<file path="src/design/com_pkg.sv">
package com_pkg;

    // ==============================
    // widths
    // ==============================
    localparam int REG_AW    = 7;
    localparam int REG_DW    = 8;
    localparam int REG_CRC_W = 8;

    // ==============================
    // register map
    // ==============================
    localparam logic [REG_AW-1:0] ADDR_ID      = 7'h00;
    localparam logic [REG_AW-1:0] ADDR_MODE    = 7'h01;
    localparam logic [REG_AW-1:0] ADDR_CONFIG1 = 7'h02;
    localparam logic [REG_AW-1:0] ADDR_CONFIG2 = 7'h03;
    localparam logic [REG_AW-1:0] ADDR_STATUS1 = 7'h08;
    localparam logic [REG_AW-1:0] ADDR_MASK1   = 7'h09;
    localparam logic [REG_AW-1:0] ADDR_STATUS2 = 7'h0A;
    localparam logic [REG_AW-1:0] ADDR_MASK2   = 7'h0B;

    localparam logic [REG_DW-1:0] DEVICE_ID = 8'h53;

    // defaults, data and check byte
    localparam logic [REG_DW-1:0]    MODE_RST        = 8'h10;
    localparam logic [REG_CRC_W-1:0] MODE_CRC_RST    = 8'h02;
    localparam logic [REG_DW-1:0]    CONFIG1_RST     = 8'h2B;
    localparam logic [REG_CRC_W-1:0] CONFIG1_CRC_RST = 8'h17;
    localparam logic [REG_DW-1:0]    CONFIG2_RST     = 8'hFF;
    localparam logic [REG_CRC_W-1:0] CONFIG2_CRC_RST = 8'hE9;
    localparam logic [REG_DW-1:0]    MASK1_RST       = 8'h00;
    localparam logic [REG_CRC_W-1:0] MASK1_CRC_RST   = 8'hD3;
    localparam logic [REG_DW-1:0]    MASK2_RST       = 8'h00;
    localparam logic [REG_CRC_W-1:0] MASK2_CRC_RST   = 8'h2E;

    // ==============================
    // types
    // ==============================
    typedef enum logic [1:0] {
        ACC_NONE,
        ACC_TEST,
        ACC_CFG,
        ACC_SPI
    } acc_state_e;

    typedef enum logic [3:0] {
        SEL_NONE,
        SEL_ID,
        SEL_MODE,
        SEL_CONFIG1,
        SEL_CONFIG2,
        SEL_STATUS1,
        SEL_MASK1,
        SEL_STATUS2,
        SEL_MASK2
    } reg_sel_e;

    typedef struct packed {
        logic                 ren;
        logic                 wen;
        logic [REG_AW-1:0]    addr;
        logic [REG_DW-1:0]    wdata;
        logic [REG_CRC_W-1:0] wcrc;
    } spi_req_t;

    typedef struct packed {
        logic                 wack;
        logic                 rack;
        logic [REG_DW-1:0]    rdata;
        logic [REG_CRC_W-1:0] rcrc;
    } spi_rsp_t;

    // one strobe per writable register
    typedef struct packed {
        logic                 mode;
        logic                 config1;
        logic                 config2;
        logic                 mask1;
        logic                 mask2;
        logic                 status1;
        logic                 status2;
        logic [REG_DW-1:0]    wdata;
        logic [REG_CRC_W-1:0] wcrc;
    } reg_wr_t;

    typedef struct packed {
        logic [REG_DW-1:0] mode;
        logic [REG_DW-1:0] config1;
        logic [REG_DW-1:0] config2;
        logic [REG_DW-1:0] mask1;
        logic [REG_DW-1:0] mask2;
    } cfg_regs_t;

    typedef struct packed {
        logic [REG_CRC_W-1:0] mode;
        logic [REG_CRC_W-1:0] config1;
        logic [REG_CRC_W-1:0] config2;
        logic [REG_CRC_W-1:0] mask1;
        logic [REG_CRC_W-1:0] mask2;
    } cfg_crc_t;

    typedef struct packed {
        logic [REG_DW-1:0] status1;
        logic [REG_DW-1:0] status2;
    } status_regs_t;

    typedef struct packed {
        logic [REG_DW-1:0] status1;
        logic [REG_DW-1:0] status2;
    } int_event_t;

endpackage

</file>
<file path="src/design/rstn_merge.sv">
`timescale 1ns/1ps

module rstn_merge (
    input  logic i_clk,
    input  logic i_rst_n,
    input  logic i_soft_rst,
    output logic o_rst_n
);

    logic       src_rst_n;
    logic [1:0] sync_q;

    // either source pulls the block into reset at once
    assign src_rst_n = i_rst_n & ~i_soft_rst;

    // release after two flops
    always_ff @(posedge i_clk or negedge src_rst_n) begin
        if (!src_rst_n) begin
            sync_q <= 2'b00;
        end else begin
            sync_q <= {sync_q[0], 1'b1};
        end
    end

    assign o_rst_n = sync_q[1];

endmodule

</file>
<file path="src/design/reg_access_decode.sv">
`timescale 1ns/1ps

module reg_access_decode (
    input  com_pkg::spi_req_t i_spi_req,
    input  logic              i_test_st_reg_en,
    input  logic              i_cfg_st_reg_en,
    input  logic              i_spi_ctrl_reg_en,
    output com_pkg::reg_wr_t  o_reg_wr,
    output com_pkg::reg_sel_e o_rd_sel,
    output logic              o_ren,
    output logic              o_wen
);
    import com_pkg::*;

    acc_state_e acc_state;
    reg_sel_e   addr_sel;
    logic       rd_ok;
    logic       wr_mode_ok;
    logic       wr_cfg_ok;
    logic       wr_sts_ok;
    logic       wen;

    // test wins over config, config over serial control
    always_comb begin
        if (i_test_st_reg_en) begin
            acc_state = ACC_TEST;
        end else if (i_cfg_st_reg_en) begin
            acc_state = ACC_CFG;
        end else if (i_spi_ctrl_reg_en) begin
            acc_state = ACC_SPI;
        end else begin
            acc_state = ACC_NONE;
        end
    end

    always_comb begin
        case (i_spi_req.addr)
            ADDR_ID:      addr_sel = SEL_ID;
            ADDR_MODE:    addr_sel = SEL_MODE;
            ADDR_CONFIG1: addr_sel = SEL_CONFIG1;
            ADDR_CONFIG2: addr_sel = SEL_CONFIG2;
            ADDR_STATUS1: addr_sel = SEL_STATUS1;
            ADDR_MASK1:   addr_sel = SEL_MASK1;
            ADDR_STATUS2: addr_sel = SEL_STATUS2;
            ADDR_MASK2:   addr_sel = SEL_MASK2;
            default:      addr_sel = SEL_NONE;
        endcase
    end

    // ==============================
    // permissions per register class
    // ==============================
    assign rd_ok      = (acc_state == ACC_TEST) || (acc_state == ACC_SPI);
    assign wr_mode_ok = (acc_state != ACC_NONE);
    assign wr_cfg_ok  = (acc_state == ACC_TEST) || (acc_state == ACC_CFG);
    assign wr_sts_ok  = (acc_state == ACC_CFG) || (acc_state == ACC_SPI);

    assign wen = i_spi_req.wen;

    // unmapped or denied reads fall to none
    assign o_rd_sel = (i_spi_req.ren && rd_ok) ? addr_sel : SEL_NONE;

    assign o_reg_wr.mode    = wen && wr_mode_ok && (addr_sel == SEL_MODE);
    assign o_reg_wr.config1 = wen && wr_cfg_ok && (addr_sel == SEL_CONFIG1);
    assign o_reg_wr.config2 = wen && wr_cfg_ok && (addr_sel == SEL_CONFIG2);
    assign o_reg_wr.mask1   = wen && wr_cfg_ok && (addr_sel == SEL_MASK1);
    assign o_reg_wr.mask2   = wen && wr_cfg_ok && (addr_sel == SEL_MASK2);
    assign o_reg_wr.status1 = wen && wr_sts_ok && (addr_sel == SEL_STATUS1);
    assign o_reg_wr.status2 = wen && wr_sts_ok && (addr_sel == SEL_STATUS2);
    assign o_reg_wr.wdata   = i_spi_req.wdata;
    assign o_reg_wr.wcrc    = i_spi_req.wcrc;

    // every strobe is acknowledged, permitted or not
    assign o_ren = i_spi_req.ren;
    assign o_wen = wen;

endmodule

</file>
<file path="src/design/cfg_reg_file.sv">
`timescale 1ns/1ps

module cfg_reg_file (
    input  logic               i_clk,
    input  logic               i_rst_n,
    input  logic               i_blk_rst_n,
    input  com_pkg::reg_wr_t   i_reg_wr,
    output com_pkg::cfg_regs_t o_cfg_regs,
    output com_pkg::cfg_crc_t  o_cfg_crc
);
    import com_pkg::*;

    logic              mode_srst_q;
    logic [REG_DW-1:1] mode_hi_q;
    logic [REG_DW-1:0] config1_q;
    logic [REG_DW-1:0] config2_q;
    logic [REG_DW-1:0] mask1_q;
    logic [REG_DW-1:0] mask2_q;
    cfg_crc_t          crc_q;

    // ==============================
    // software reset bit
    // ==============================
    always_ff @(posedge i_clk or negedge i_rst_n) begin
        if (!i_rst_n) begin
            mode_srst_q <= MODE_RST[0];
        end else if (i_reg_wr.mode) begin
            mode_srst_q <= i_reg_wr.wdata[0];
        end
    end

    // ==============================
    // block reset domain
    // ==============================
    always_ff @(posedge i_clk or negedge i_blk_rst_n) begin
        if (!i_blk_rst_n) begin
            mode_hi_q     <= MODE_RST[REG_DW-1:1];
            config1_q     <= CONFIG1_RST;
            config2_q     <= CONFIG2_RST;
            mask1_q       <= MASK1_RST;
            mask2_q       <= MASK2_RST;
            crc_q.mode    <= MODE_CRC_RST;
            crc_q.config1 <= CONFIG1_CRC_RST;
            crc_q.config2 <= CONFIG2_CRC_RST;
            crc_q.mask1   <= MASK1_CRC_RST;
            crc_q.mask2   <= MASK2_CRC_RST;
        end else begin
            if (i_reg_wr.mode) begin
                mode_hi_q  <= i_reg_wr.wdata[REG_DW-1:1];
                crc_q.mode <= i_reg_wr.wcrc;
            end
            if (i_reg_wr.config1) begin
                config1_q     <= i_reg_wr.wdata;
                crc_q.config1 <= i_reg_wr.wcrc;
            end
            if (i_reg_wr.config2) begin
                config2_q     <= i_reg_wr.wdata;
                crc_q.config2 <= i_reg_wr.wcrc;
            end
            if (i_reg_wr.mask1) begin
                mask1_q     <= i_reg_wr.wdata;
                crc_q.mask1 <= i_reg_wr.wcrc;
            end
            if (i_reg_wr.mask2) begin
                mask2_q     <= i_reg_wr.wdata;
                crc_q.mask2 <= i_reg_wr.wcrc;
            end
        end
    end

    assign o_cfg_regs.mode    = {mode_hi_q, mode_srst_q};
    assign o_cfg_regs.config1 = config1_q;
    assign o_cfg_regs.config2 = config2_q;
    assign o_cfg_regs.mask1   = mask1_q;
    assign o_cfg_regs.mask2   = mask2_q;
    assign o_cfg_crc          = crc_q;

endmodule

</file>
<file path="src/design/status_reg_file.sv">
`timescale 1ns/1ps

module status_reg_file (
    input  logic                  i_clk,
    input  logic                  i_blk_rst_n,
    input  com_pkg::reg_wr_t      i_reg_wr,
    input  com_pkg::int_event_t   i_int_event,
    output com_pkg::status_regs_t o_status_regs
);
    import com_pkg::*;

    status_regs_t      status_q;
    status_regs_t      status_d;
    logic [REG_DW-1:0] clr1;
    logic [REG_DW-1:0] clr2;

    // write one to clear
    assign clr1 = {REG_DW{i_reg_wr.status1}} & i_reg_wr.wdata;
    assign clr2 = {REG_DW{i_reg_wr.status2}} & i_reg_wr.wdata;

    // set wins over a clear of the same bit
    always_comb begin
        status_d.status1 = (status_q.status1 & ~clr1) | i_int_event.status1;
        status_d.status2 = (status_q.status2 & ~clr2) | i_int_event.status2;
    end

    always_ff @(posedge i_clk or negedge i_blk_rst_n) begin
        if (!i_blk_rst_n) begin
            status_q <= '0;
        end else begin
            status_q <= status_d;
        end
    end

    assign o_status_regs = status_q;

endmodule

</file>
<file path="src/design/spi_response.sv">
`timescale 1ns/1ps

module spi_response (
    input  logic                  i_clk,
    input  logic                  i_rst_n,
    input  logic                  i_ren,
    input  logic                  i_wen,
    input  com_pkg::reg_sel_e     i_rd_sel,
    input  com_pkg::cfg_regs_t    i_cfg_regs,
    input  com_pkg::cfg_crc_t     i_cfg_crc,
    input  com_pkg::status_regs_t i_status_regs,
    output com_pkg::spi_rsp_t     o_spi_rsp
);
    import com_pkg::*;

    logic [REG_DW-1:0]    rd_data;
    logic [REG_CRC_W-1:0] rd_crc;
    spi_rsp_t             rsp_q;

    // identifier and status carry no check byte
    always_comb begin
        rd_data = '0;
        rd_crc  = '0;
        case (i_rd_sel)
            SEL_ID: begin
                rd_data = DEVICE_ID;
            end
            SEL_MODE: begin
                rd_data = i_cfg_regs.mode;
                rd_crc  = i_cfg_crc.mode;
            end
            SEL_CONFIG1: begin
                rd_data = i_cfg_regs.config1;
                rd_crc  = i_cfg_crc.config1;
            end
            SEL_CONFIG2: begin
                rd_data = i_cfg_regs.config2;
                rd_crc  = i_cfg_crc.config2;
            end
            SEL_MASK1: begin
                rd_data = i_cfg_regs.mask1;
                rd_crc  = i_cfg_crc.mask1;
            end
            SEL_MASK2: begin
                rd_data = i_cfg_regs.mask2;
                rd_crc  = i_cfg_crc.mask2;
            end
            SEL_STATUS1: rd_data = i_status_regs.status1;
            SEL_STATUS2: rd_data = i_status_regs.status2;
            default: ;
        endcase
    end

    always_ff @(posedge i_clk or negedge i_rst_n) begin
        if (!i_rst_n) begin
            rsp_q <= '0;
        end else begin
            rsp_q.wack  <= i_wen;
            rsp_q.rack  <= i_ren;
            rsp_q.rdata <= rd_data;
            rsp_q.rcrc  <= rd_crc;
        end
    end

    assign o_spi_rsp = rsp_q;

endmodule

</file>
<file path="src/design/com_reg_bank.sv">
`timescale 1ns/1ps

module com_reg_bank (
    input  logic                  i_clk,
    input  logic                  i_rst_n,
    input  com_pkg::spi_req_t     i_spi_req,
    input  logic                  i_test_st_reg_en,
    input  logic                  i_cfg_st_reg_en,
    input  logic                  i_spi_ctrl_reg_en,
    input  com_pkg::int_event_t   i_int_event,
    output com_pkg::spi_rsp_t     o_spi_rsp,
    output com_pkg::cfg_regs_t    o_cfg_regs,
    output com_pkg::status_regs_t o_status_regs,
    output logic                  o_rst_n
);
    import com_pkg::*;

    reg_wr_t      reg_wr;
    reg_sel_e     rd_sel;
    logic         ren;
    logic         wen;
    cfg_regs_t    cfg_regs;
    cfg_crc_t     cfg_crc;
    status_regs_t status_regs;
    logic         blk_rst_n;

    // ==============================
    // access control
    // ==============================
    reg_access_decode u_decode (
        .i_spi_req         (i_spi_req),
        .i_test_st_reg_en  (i_test_st_reg_en),
        .i_cfg_st_reg_en   (i_cfg_st_reg_en),
        .i_spi_ctrl_reg_en (i_spi_ctrl_reg_en),
        .o_reg_wr          (reg_wr),
        .o_rd_sel          (rd_sel),
        .o_ren             (ren),
        .o_wen             (wen)
    );

    // ==============================
    // register files
    // ==============================
    cfg_reg_file u_cfg (
        .i_clk       (i_clk),
        .i_rst_n     (i_rst_n),
        .i_blk_rst_n (blk_rst_n),
        .i_reg_wr    (reg_wr),
        .o_cfg_regs  (cfg_regs),
        .o_cfg_crc   (cfg_crc)
    );

    status_reg_file u_status (
        .i_clk         (i_clk),
        .i_blk_rst_n   (blk_rst_n),
        .i_reg_wr      (reg_wr),
        .i_int_event   (i_int_event),
        .o_status_regs (status_regs)
    );

    spi_response u_rsp (
        .i_clk         (i_clk),
        .i_rst_n       (i_rst_n),
        .i_ren         (ren),
        .i_wen         (wen),
        .i_rd_sel      (rd_sel),
        .i_cfg_regs    (cfg_regs),
        .i_cfg_crc     (cfg_crc),
        .i_status_regs (status_regs),
        .o_spi_rsp     (o_spi_rsp)
    );

    // mode bit 0 is the software reset
    rstn_merge u_rst (
        .i_clk      (i_clk),
        .i_rst_n    (i_rst_n),
        .i_soft_rst (cfg_regs.mode[0]),
        .o_rst_n    (blk_rst_n)
    );

    assign o_cfg_regs    = cfg_regs;
    assign o_status_regs = status_regs;
    assign o_rst_n       = blk_rst_n;

endmodule

</file>
<file path="config.mk">
export PLATFORM = sky130hd
export DESIGN_NAME = com_reg_bank
export DESIGN_NICKNAME = d
export VERILOG_FILES = /design/src/design/com_pkg.sv /design/src/design/rstn_merge.sv /design/src/design/reg_access_decode.sv /design/src/design/cfg_reg_file.sv /design/src/design/status_reg_file.sv /design/src/design/spi_response.sv /design/src/design/com_reg_bank.sv
export SDC_FILE = /design/constraint.sdc
export NUM_CORES = 1
export LEC_CHECK = 0
export BUFFER_PORTS_ARGS = -buffer_cell sky130_fd_sc_hd__clkbuf_2
export CAP_MARGIN = 20
export CORE_MARGIN = 2
export CORE_UTILIZATION = 30
export DETAILED_ROUTE_END_ITERATION = 10
export PLACE_DENSITY = 0.54
export RECOVER_POWER = 50
export SYNTH_ARGS = -nofsm -noshare
export SYNTH_HDL_FRONTEND = slang
export SYNTH_SLANG_ARGS = --single-unit
</file>
<file path="constraint.sdc">
create_clock -name i_clk -period 3.7 [get_ports i_clk]
set_clock_uncertainty 0.05 [all_clocks]
set_input_delay 0.74 -clock i_clk [delete_from_list [all_inputs] [get_ports i_clk]]
set_output_delay 0.74 -clock i_clk [all_outputs]
set_load 0.02 [all_outputs]
</file>
==> flow_summary.yaml, run 1 <==
status:
  outcome: "complete, no violations"
power:
  p_seq_share_pct: 41.6
  p_int_mw: 2.56
  p_leak_nw: 3.10
  power_switching_uw: 741
  peakVddDrop_mv: 0.311
  pwr-share-clk_pct: 51.6
  p_sw_share_pct: 22.4
  powerDensity_nw_per_um2: 498
  comb_power_share_pct: 6.8
cts:
  clockBufferDepth: 2
  cts_resized: 0
  cts_tree: "built"
  post_cts_buffers: 0
  cts_root_buf: "clkbuf_16"
  clk_pin_slew_ns: 0.05
  cts.sinks: 116
  numCtsBuffers: 17
  postCtsHoldBufs: 0
  insertion_delay_ns: 0.42
  htree_levels: 4
global_routing:
  grt_use_total_pct: 17.7
  grt_pass1_wl_um: 23600
  grt_max_degree: 54
  grt_pass1_vias: 4101
  antenna_found_initial: 0
  grt-ovfl-total: 0
floorplanning:
  num_rows: 47
  ios: 121
  initial_core_util_pct: 30.9
  fp.dieW_um: 135
  die_area_sq_um: 18200
  die_h_um: 135
  core_region_area_sq_um: 16600
logic_synthesis:
  syn_inst: 381
  synthTopCellsByArea: "dfrtp_1, mux2_2, dfstp_2"
  synth-main-ff-cell: "dfrtp_1"
  async_flop_share_pct: 100
  synth_edf_count: 0
  syn_area_sq_um: 5130
  synth_most_common_cell: "dfrtp_1"
  ys_ff_latch: 116
  yosys_warnings: 0
  synth_cell_type_count: 49
  synth.top_cell.area_share_pct: 40.9
  yosys.area.top_type: "dfrtp_1"
  synth_nets: 432
  netlist_top_cells_count: "dfrtp_1, mux2_2, dfstp_2, nand2_1, a21o_1"
  avgSynthCellArea_sq_um: 13.5
  ys_seq_area_share_pct: 57.3
worst_setup_path:
  crit-reg2reg-launch: "u_rst.sync_q[1]$_DFF_PN0_"
  critical_path_class: "in2reg"
  cp-startpoint: "i_spi_req[16]"
  arrival_ns: 3.02
  slowest_stage: "ha_1"
  critical_path.max_stage_delay_ns: 0.57
  cpLargestDelayFamily: "simple AND/OR/NAND/NOR gates"
  cp_max_fo: 12
  worstSetupStartpointType: "primary input"
  cp-end-kind: "flop"
  path_buf_inv: 2
  crit_path_cell_trace: "clkbuf_2 -> ha_1 -> nand4b_4 -> nor3_4 -> buf_4 -> mux2_2"
  critPathRequiredTime_ns: 3.95
routing:
  vias_per_cell: 4.94
  wl_um: 15200
  vias: 3762
  drt_first_pass_iters: 4
  drtAntennaViolNets: 0
  dr.first_iter.drc_count: 193
  remaining_drc_errors: 0
  avgRoutedWirePerCell_um: 19.9
place:
  dp_hpwl_um: 11100
  portBuffers: 120
  gp_congestion: 0.804
  place_inst: 729
timing:
  hold_viol: 0
  setup_viol: 0
  maxSlewViolCount: 0
  tightestPinTransition_ns: 1.32
  rsz0062_at_grt: "no"
  timing.slew.headroom_pct: 11.7
  fin_setup_tns_ns: 0
  finalCriticalPeriod_ns: 2.77
  fmax_ghz: 0.361
  fin_crit_sh_pct: 74.9
job:
  maxCapViolCount: 0
min_path:
  min_path_type: "reg2async"
finish:
  area_growth_pct: 29.2
  final_nets: 579
  drive_above_1_share_pct: 47.5
  instances_no_fill: 762
-- final cells by class --
type	count	area, sq um
diodes	1	2.50
clock buffers	24	502
clock inverters	8	121
fillers	1608	10000
inverters	6	22.5
multi-input cells	247	2070
flip-flops and latches	116	2950
well taps	220	275
repair buffers	140	698
-- placed cells by master, fill, tap and decap left out, types with 4 or more instances in the layout --
| cell type | synthesis | routed |
|---|---|---|
| a211o_1 | 4 | 4 |
| nand2b_1 | 4 | 4 |
| nor3_1 | 7 | 7 |
| nor2_1 | 13 | 13 |
| clkbuf_8 | 1 | 5 |
| clkbuf_16 | 0 | 17 |
| clkbuf_1 | 2 | 40 |
| buf_4 | 1 | 18 |
| a22oi_1 | 13 | 13 |
| clkbuf_2 | 0 | 84 |
| ha_1 | 5 | 5 |
| a22o_1 | 10 | 10 |
| mux2_2 | 78 | 78 |
| inv_1 | 6 | 6 |
| dfrtp_1 | 84 | 83 |
| a21o_1 | 16 | 16 |
| dfstp_2 | 32 | 32 |
| a222oi_1 | 6 | 6 |
| mux2i_1 | 5 | 5 |
| nand3_1 | 5 | 5 |
| nand2_1 | 32 | 32 |
-- sequential cells by signal (all words and copies together), names as in the netlist --
name                    flops
u_cfg.o_cfg_crc            40
u_rsp.o_spi_rsp            18
u_status.o_status_regs     16
u_cfg.config1_q             8
u_cfg.config2_q             8
u_cfg.mask1_q               8
u_cfg.mask2_q               8
u_cfg.mode_hi_q             7
u_rst.sync_q                2
u_cfg.mode_srst_q           1
-- cells by family after synthesis --
| logic type | Yosys count | synth area share (%) |
|---|---|---|
| AO/OA/AOI/OAI | 73 | 11.5 |
| adder cells (fa/ha/maj) | 5 | 1.22 |
| buffers and inverters | 18 | 2.44 |
| flip-flops | 116 | 57.3 |
| multiplexers | 83 | 18.1 |
| other | 1 | 0.0730 |
| AND/OR/NAND/NOR | 85 | 9.33 |
-- routing by layer --
| layer | GRT usage (%) | vias up | part of all wire (%) |
|---|---|---|---|
| met5 | 0 | - | 0 |
| met4 | 7.95 | 0 | 2.2 |
| met3 | 5.37 | 24 | 5.8 |
| met2 | 27.8 | 119 | 47 |
| met1 | 22.5 | 1913 | 45 |
| li1 | - | 1706 | - |
-- through the flow --
stage | total power [mW] | instance area [sq um] | hold slack, ns | setup slack, ns | util, %
after detailed placement | 1.63 | 6060 | 0.202 | 0.540 | 36.4
after global placement | 1.62 | 6060 | 0.196 | 0.648 | 36.4
after floorplan | 1.51 | 5130 | 0.146 | 0.489 | -
final | 3.30 | 6640 | 0.203 | 0.928 | 39.9
after global routing | 3.42 | 6630 | 0.252 | 0.791 | 39.9
after CTS | 3.34 | 6690 | 0.165 | 0.953 | 40.2
-- path summary, 6_finish.rpt --
check                                             endpoint  cells past startpoint  slack (ns)
hold / removal                   u_rst.sync_q[0]$_DFF_PN0_                      1        0.20
hold reg to reg                  u_rst.sync_q[0]$_DFF_PN0_                      1        0.20
setup reg to reg            u_cfg.config1_q[7]$_DFFE_PN0P_                      1        1.58
max in group asynchronous   u_cfg.config1_q[7]$_DFFE_PN0P_                      1        1.58
setup / recovery           u_cfg.o_cfg_crc[30]$_DFFE_PN0P_                      6        0.93
min in group i_clk               u_rst.sync_q[1]$_DFF_PN0_                      0        0.30
-- power groups by stage --
| stage | Clock, mW | Combinational (mW) | Sequential (mW) |
|---|---|---|---|
| 2_1_floorplan | 0 | 0.0912 | 1.42 |
| 3_3_place_gp | 0 | 0.225 | 1.39 |
| 3_5_place_dp | 0 | 0.230 | 1.40 |
| 4_1_cts | 1.74 | 0.231 | 1.38 |
| 5_1_grt | 1.80 | 0.246 | 1.38 |
| 6_report | 1.71 | 0.225 | 1.37 |
Power figures use the tool's default switching activity.
==> run 2, diff against run 1 <==
--- a/config.mk
+++ b/config.mk
@@ -10,7 +10,7 @@
 export CORE_MARGIN = 2
 export CORE_UTILIZATION = 30
 export DETAILED_ROUTE_END_ITERATION = 10
-export PLACE_DENSITY = 0.54
+export PLACE_DENSITY = 0.55
 export RECOVER_POWER = 50
 export SYNTH_ARGS = -nofsm -noshare
 export SYNTH_HDL_FRONTEND = slang
==> constraint.sdc (replaced) <==
create_clock -name i_clk -period 2.2 [get_ports i_clk]
set_clock_uncertainty 0.05 [all_clocks]
set_input_delay 0.44 -clock i_clk [delete_from_list [all_inputs] [get_ports i_clk]]
set_output_delay 0.44 -clock i_clk [all_outputs]
set_load 0.02 [all_outputs]
==> flow_summary.yaml, run 2 (synthesized netlist as in run 1, its figures left out) <==
cts:
  cts_tree: "built"
  insertion_delay_ns: 0.42
  post_cts_buffers: 0
  clk_pin_slew_ns: 0.05
  clockBufferDepth: 2
  cts_root_buf: "clkbuf_16"
  htree_levels: 4
  cts.sinks: 116
  numCtsBuffers: 17
worst_setup_path:
  slowest_stage: "nor2_1"
  path_buf_inv: 2
  critical_path_class: "in2reg"
  cp-end-kind: "flop"
  critPathRequiredTime_ns: 2.50
  worstSetupStartpointType: "primary input"
  crit_path_cell_trace: "clkbuf_2 -> ha_1 -> nor3b_2 -> o211ai_2 -> nor2_1 -> buf_4 -> a22oi_1 -> nand2_1"
  cpLargestDelayFamily: "simple AND/OR/NAND/NOR gates"
  critical_path.max_stage_delay_ns: 0.47
  arrival_ns: 2.20
  cp_max_fo: 6
floorplanning:
  initial_core_util_pct: 30.9
  die_area_sq_um: 18200
  num_rows: 47
  die_h_um: 135
  ios: 121
  fp.dieW_um: 135
  core_region_area_sq_um: 16600
finish:
  postLayoutCellArea_sq_um: 6910
  layout_commonest_cell: "clkbuf_2"
  area_growth_pct: 34.5
  layout_common_cells: "clkbuf_2, dfrtp_1, mux2_2"
  final_nets: 606
  drive_above_1_share_pct: 50.9
  fillers: 1583
  largest_reg_flops: 40
  utilization_pct: 41.5
  n_antenna_cell: 0
timing:
  timing.slew.headroom_pct: 32.9
  fin_crit_sh_pct: 86.3
  finalCriticalPeriod_ns: 1.90
  setup_viol: 0
  hold_viol: 0
  maxSlewViolCount: 0
  tightestPinTransition_ns: 1.01
  fmax_ghz: 0.527
  rsz0062_at_grt: "no"
  holdWs_ns: 0.147
min_path:
  min_path_type: "in2reg"
global_routing:
  grt_pass1_wl_um: 24800
  grt_pass1_vias: 4204
  grt-ovfl-total: 0
  antenna_found_initial: 0
  grt_max_degree: 41
  grt_use_total_pct: 18.5
power:
  power_switching_mw: 1.28
  pwr-share-clk_pct: 50.3
  peakVddDrop_mv: 0.582
  p_leak_nw: 3.24
  powerDensity_nw_per_um2: 796
  p_int_mw: 4.22
  p_seq_share_pct: 41.9
  comb_power_share_pct: 7.8
  p_sw_share_pct: 23.3
routing:
  drt_first_pass_iters: 5
  remaining_drc_errors: 0
  dr.first_iter.drc_count: 206
  wl_um: 16000
  vias: 3982
  vias_per_cell: 5.05
  avgRoutedWirePerCell_um: 20.3
  drtAntennaViolNets: 0
status:
  outcome: "complete, no violations"
place:
  gp_congestion: 0.822
  dp_hpwl_um: 11800
  portBuffers: 120
  placed_cell_area_sq_um: 6350
job:
  maxCapViolCount: 0
-- run 2: layout make-up --
class,count,area [sq um],share of cell area (%)
flip-flops and latches,116,2950,42.7
multi-input cells,247,2100,30.4
repair buffers,167,963,14.0
clock buffers,23,498,7.21
well taps,220,275,3.99
clock inverters,9,100,1.45
inverters,6,22.5,0.326
-- run 2: metal layers --
| metal | GRT usage (%) | share of wire (%) |
|---|---|---|
| met5 | 0 | 0 |
| met4 | 4.97 | 1.1 |
| met3 | 5.48 | 6.1 |
| met2 | 29.6 | 48 |
| met1 | 24.4 | 45 |
-- run 2: repair_timing --
action,4_1_cts,5_1_grt
endpoints found under the setup margin,0,0
hold endpoints to repair,9,0
hold buffers,1,0
gates resized for setup,0,0
-- run 2: per-stage QoR --
step           setup WS (ns)  cells  setup TNS, ns  power (mW)
3_5_place_dp          -0.151    755          -2.40        2.77
5_1_grt                0.174    788              0        5.73
2_1_floorplan         0.0277    381              0        2.55
3_3_place_gp          -0.112    755          -1.37        2.76
6_report               0.302    788              0        5.50
4_1_cts                0.275    788              0        5.56
-- run 2: path summary, 6_finish.rpt --
kind | slack, ns | startpoint | to | cells after the start
worst max-delay path | 0.30 | i_spi_req[16] | u_rsp.o_spi_rsp[2]$_DFF_PN0_ | 8
worst min-delay path | 0.15 | i_int_event[12] | u_status.o_status_regs[12]$_DFF_PN0_ | 2
worst max register to register | 0.60 | u_rst.sync_q[1]$_DFF_PN0_ | u_status.o_status_regs[1]$_DFF_PN0_ | 1
worst min register to register | 0.20 | u_rst.sync_q[1]$_DFF_PN0_ | u_cfg.mode_hi_q[6]$_DFFE_PN0P_ | 0
max in group asynchronous | 0.49 | i_rst_n | u_rsp.o_spi_rsp[7]$_DFF_PN0_ | 3
min in group asynchronous | 0.20 | u_rst.sync_q[1]$_DFF_PN0_ | u_cfg.mode_hi_q[6]$_DFFE_PN0P_ | 0
-- run 2: power by group through the flow --
stage          Sequential, mW  Clock, mW  Combinational, mW
2_1_floorplan            2.39          0              0.161
3_3_place_gp             2.34          0              0.424
3_5_place_dp             2.34          0              0.434
4_1_cts                  2.31       2.82              0.437
5_1_grt                  2.32       2.94              0.466
6_report                 2.31       2.77              0.428
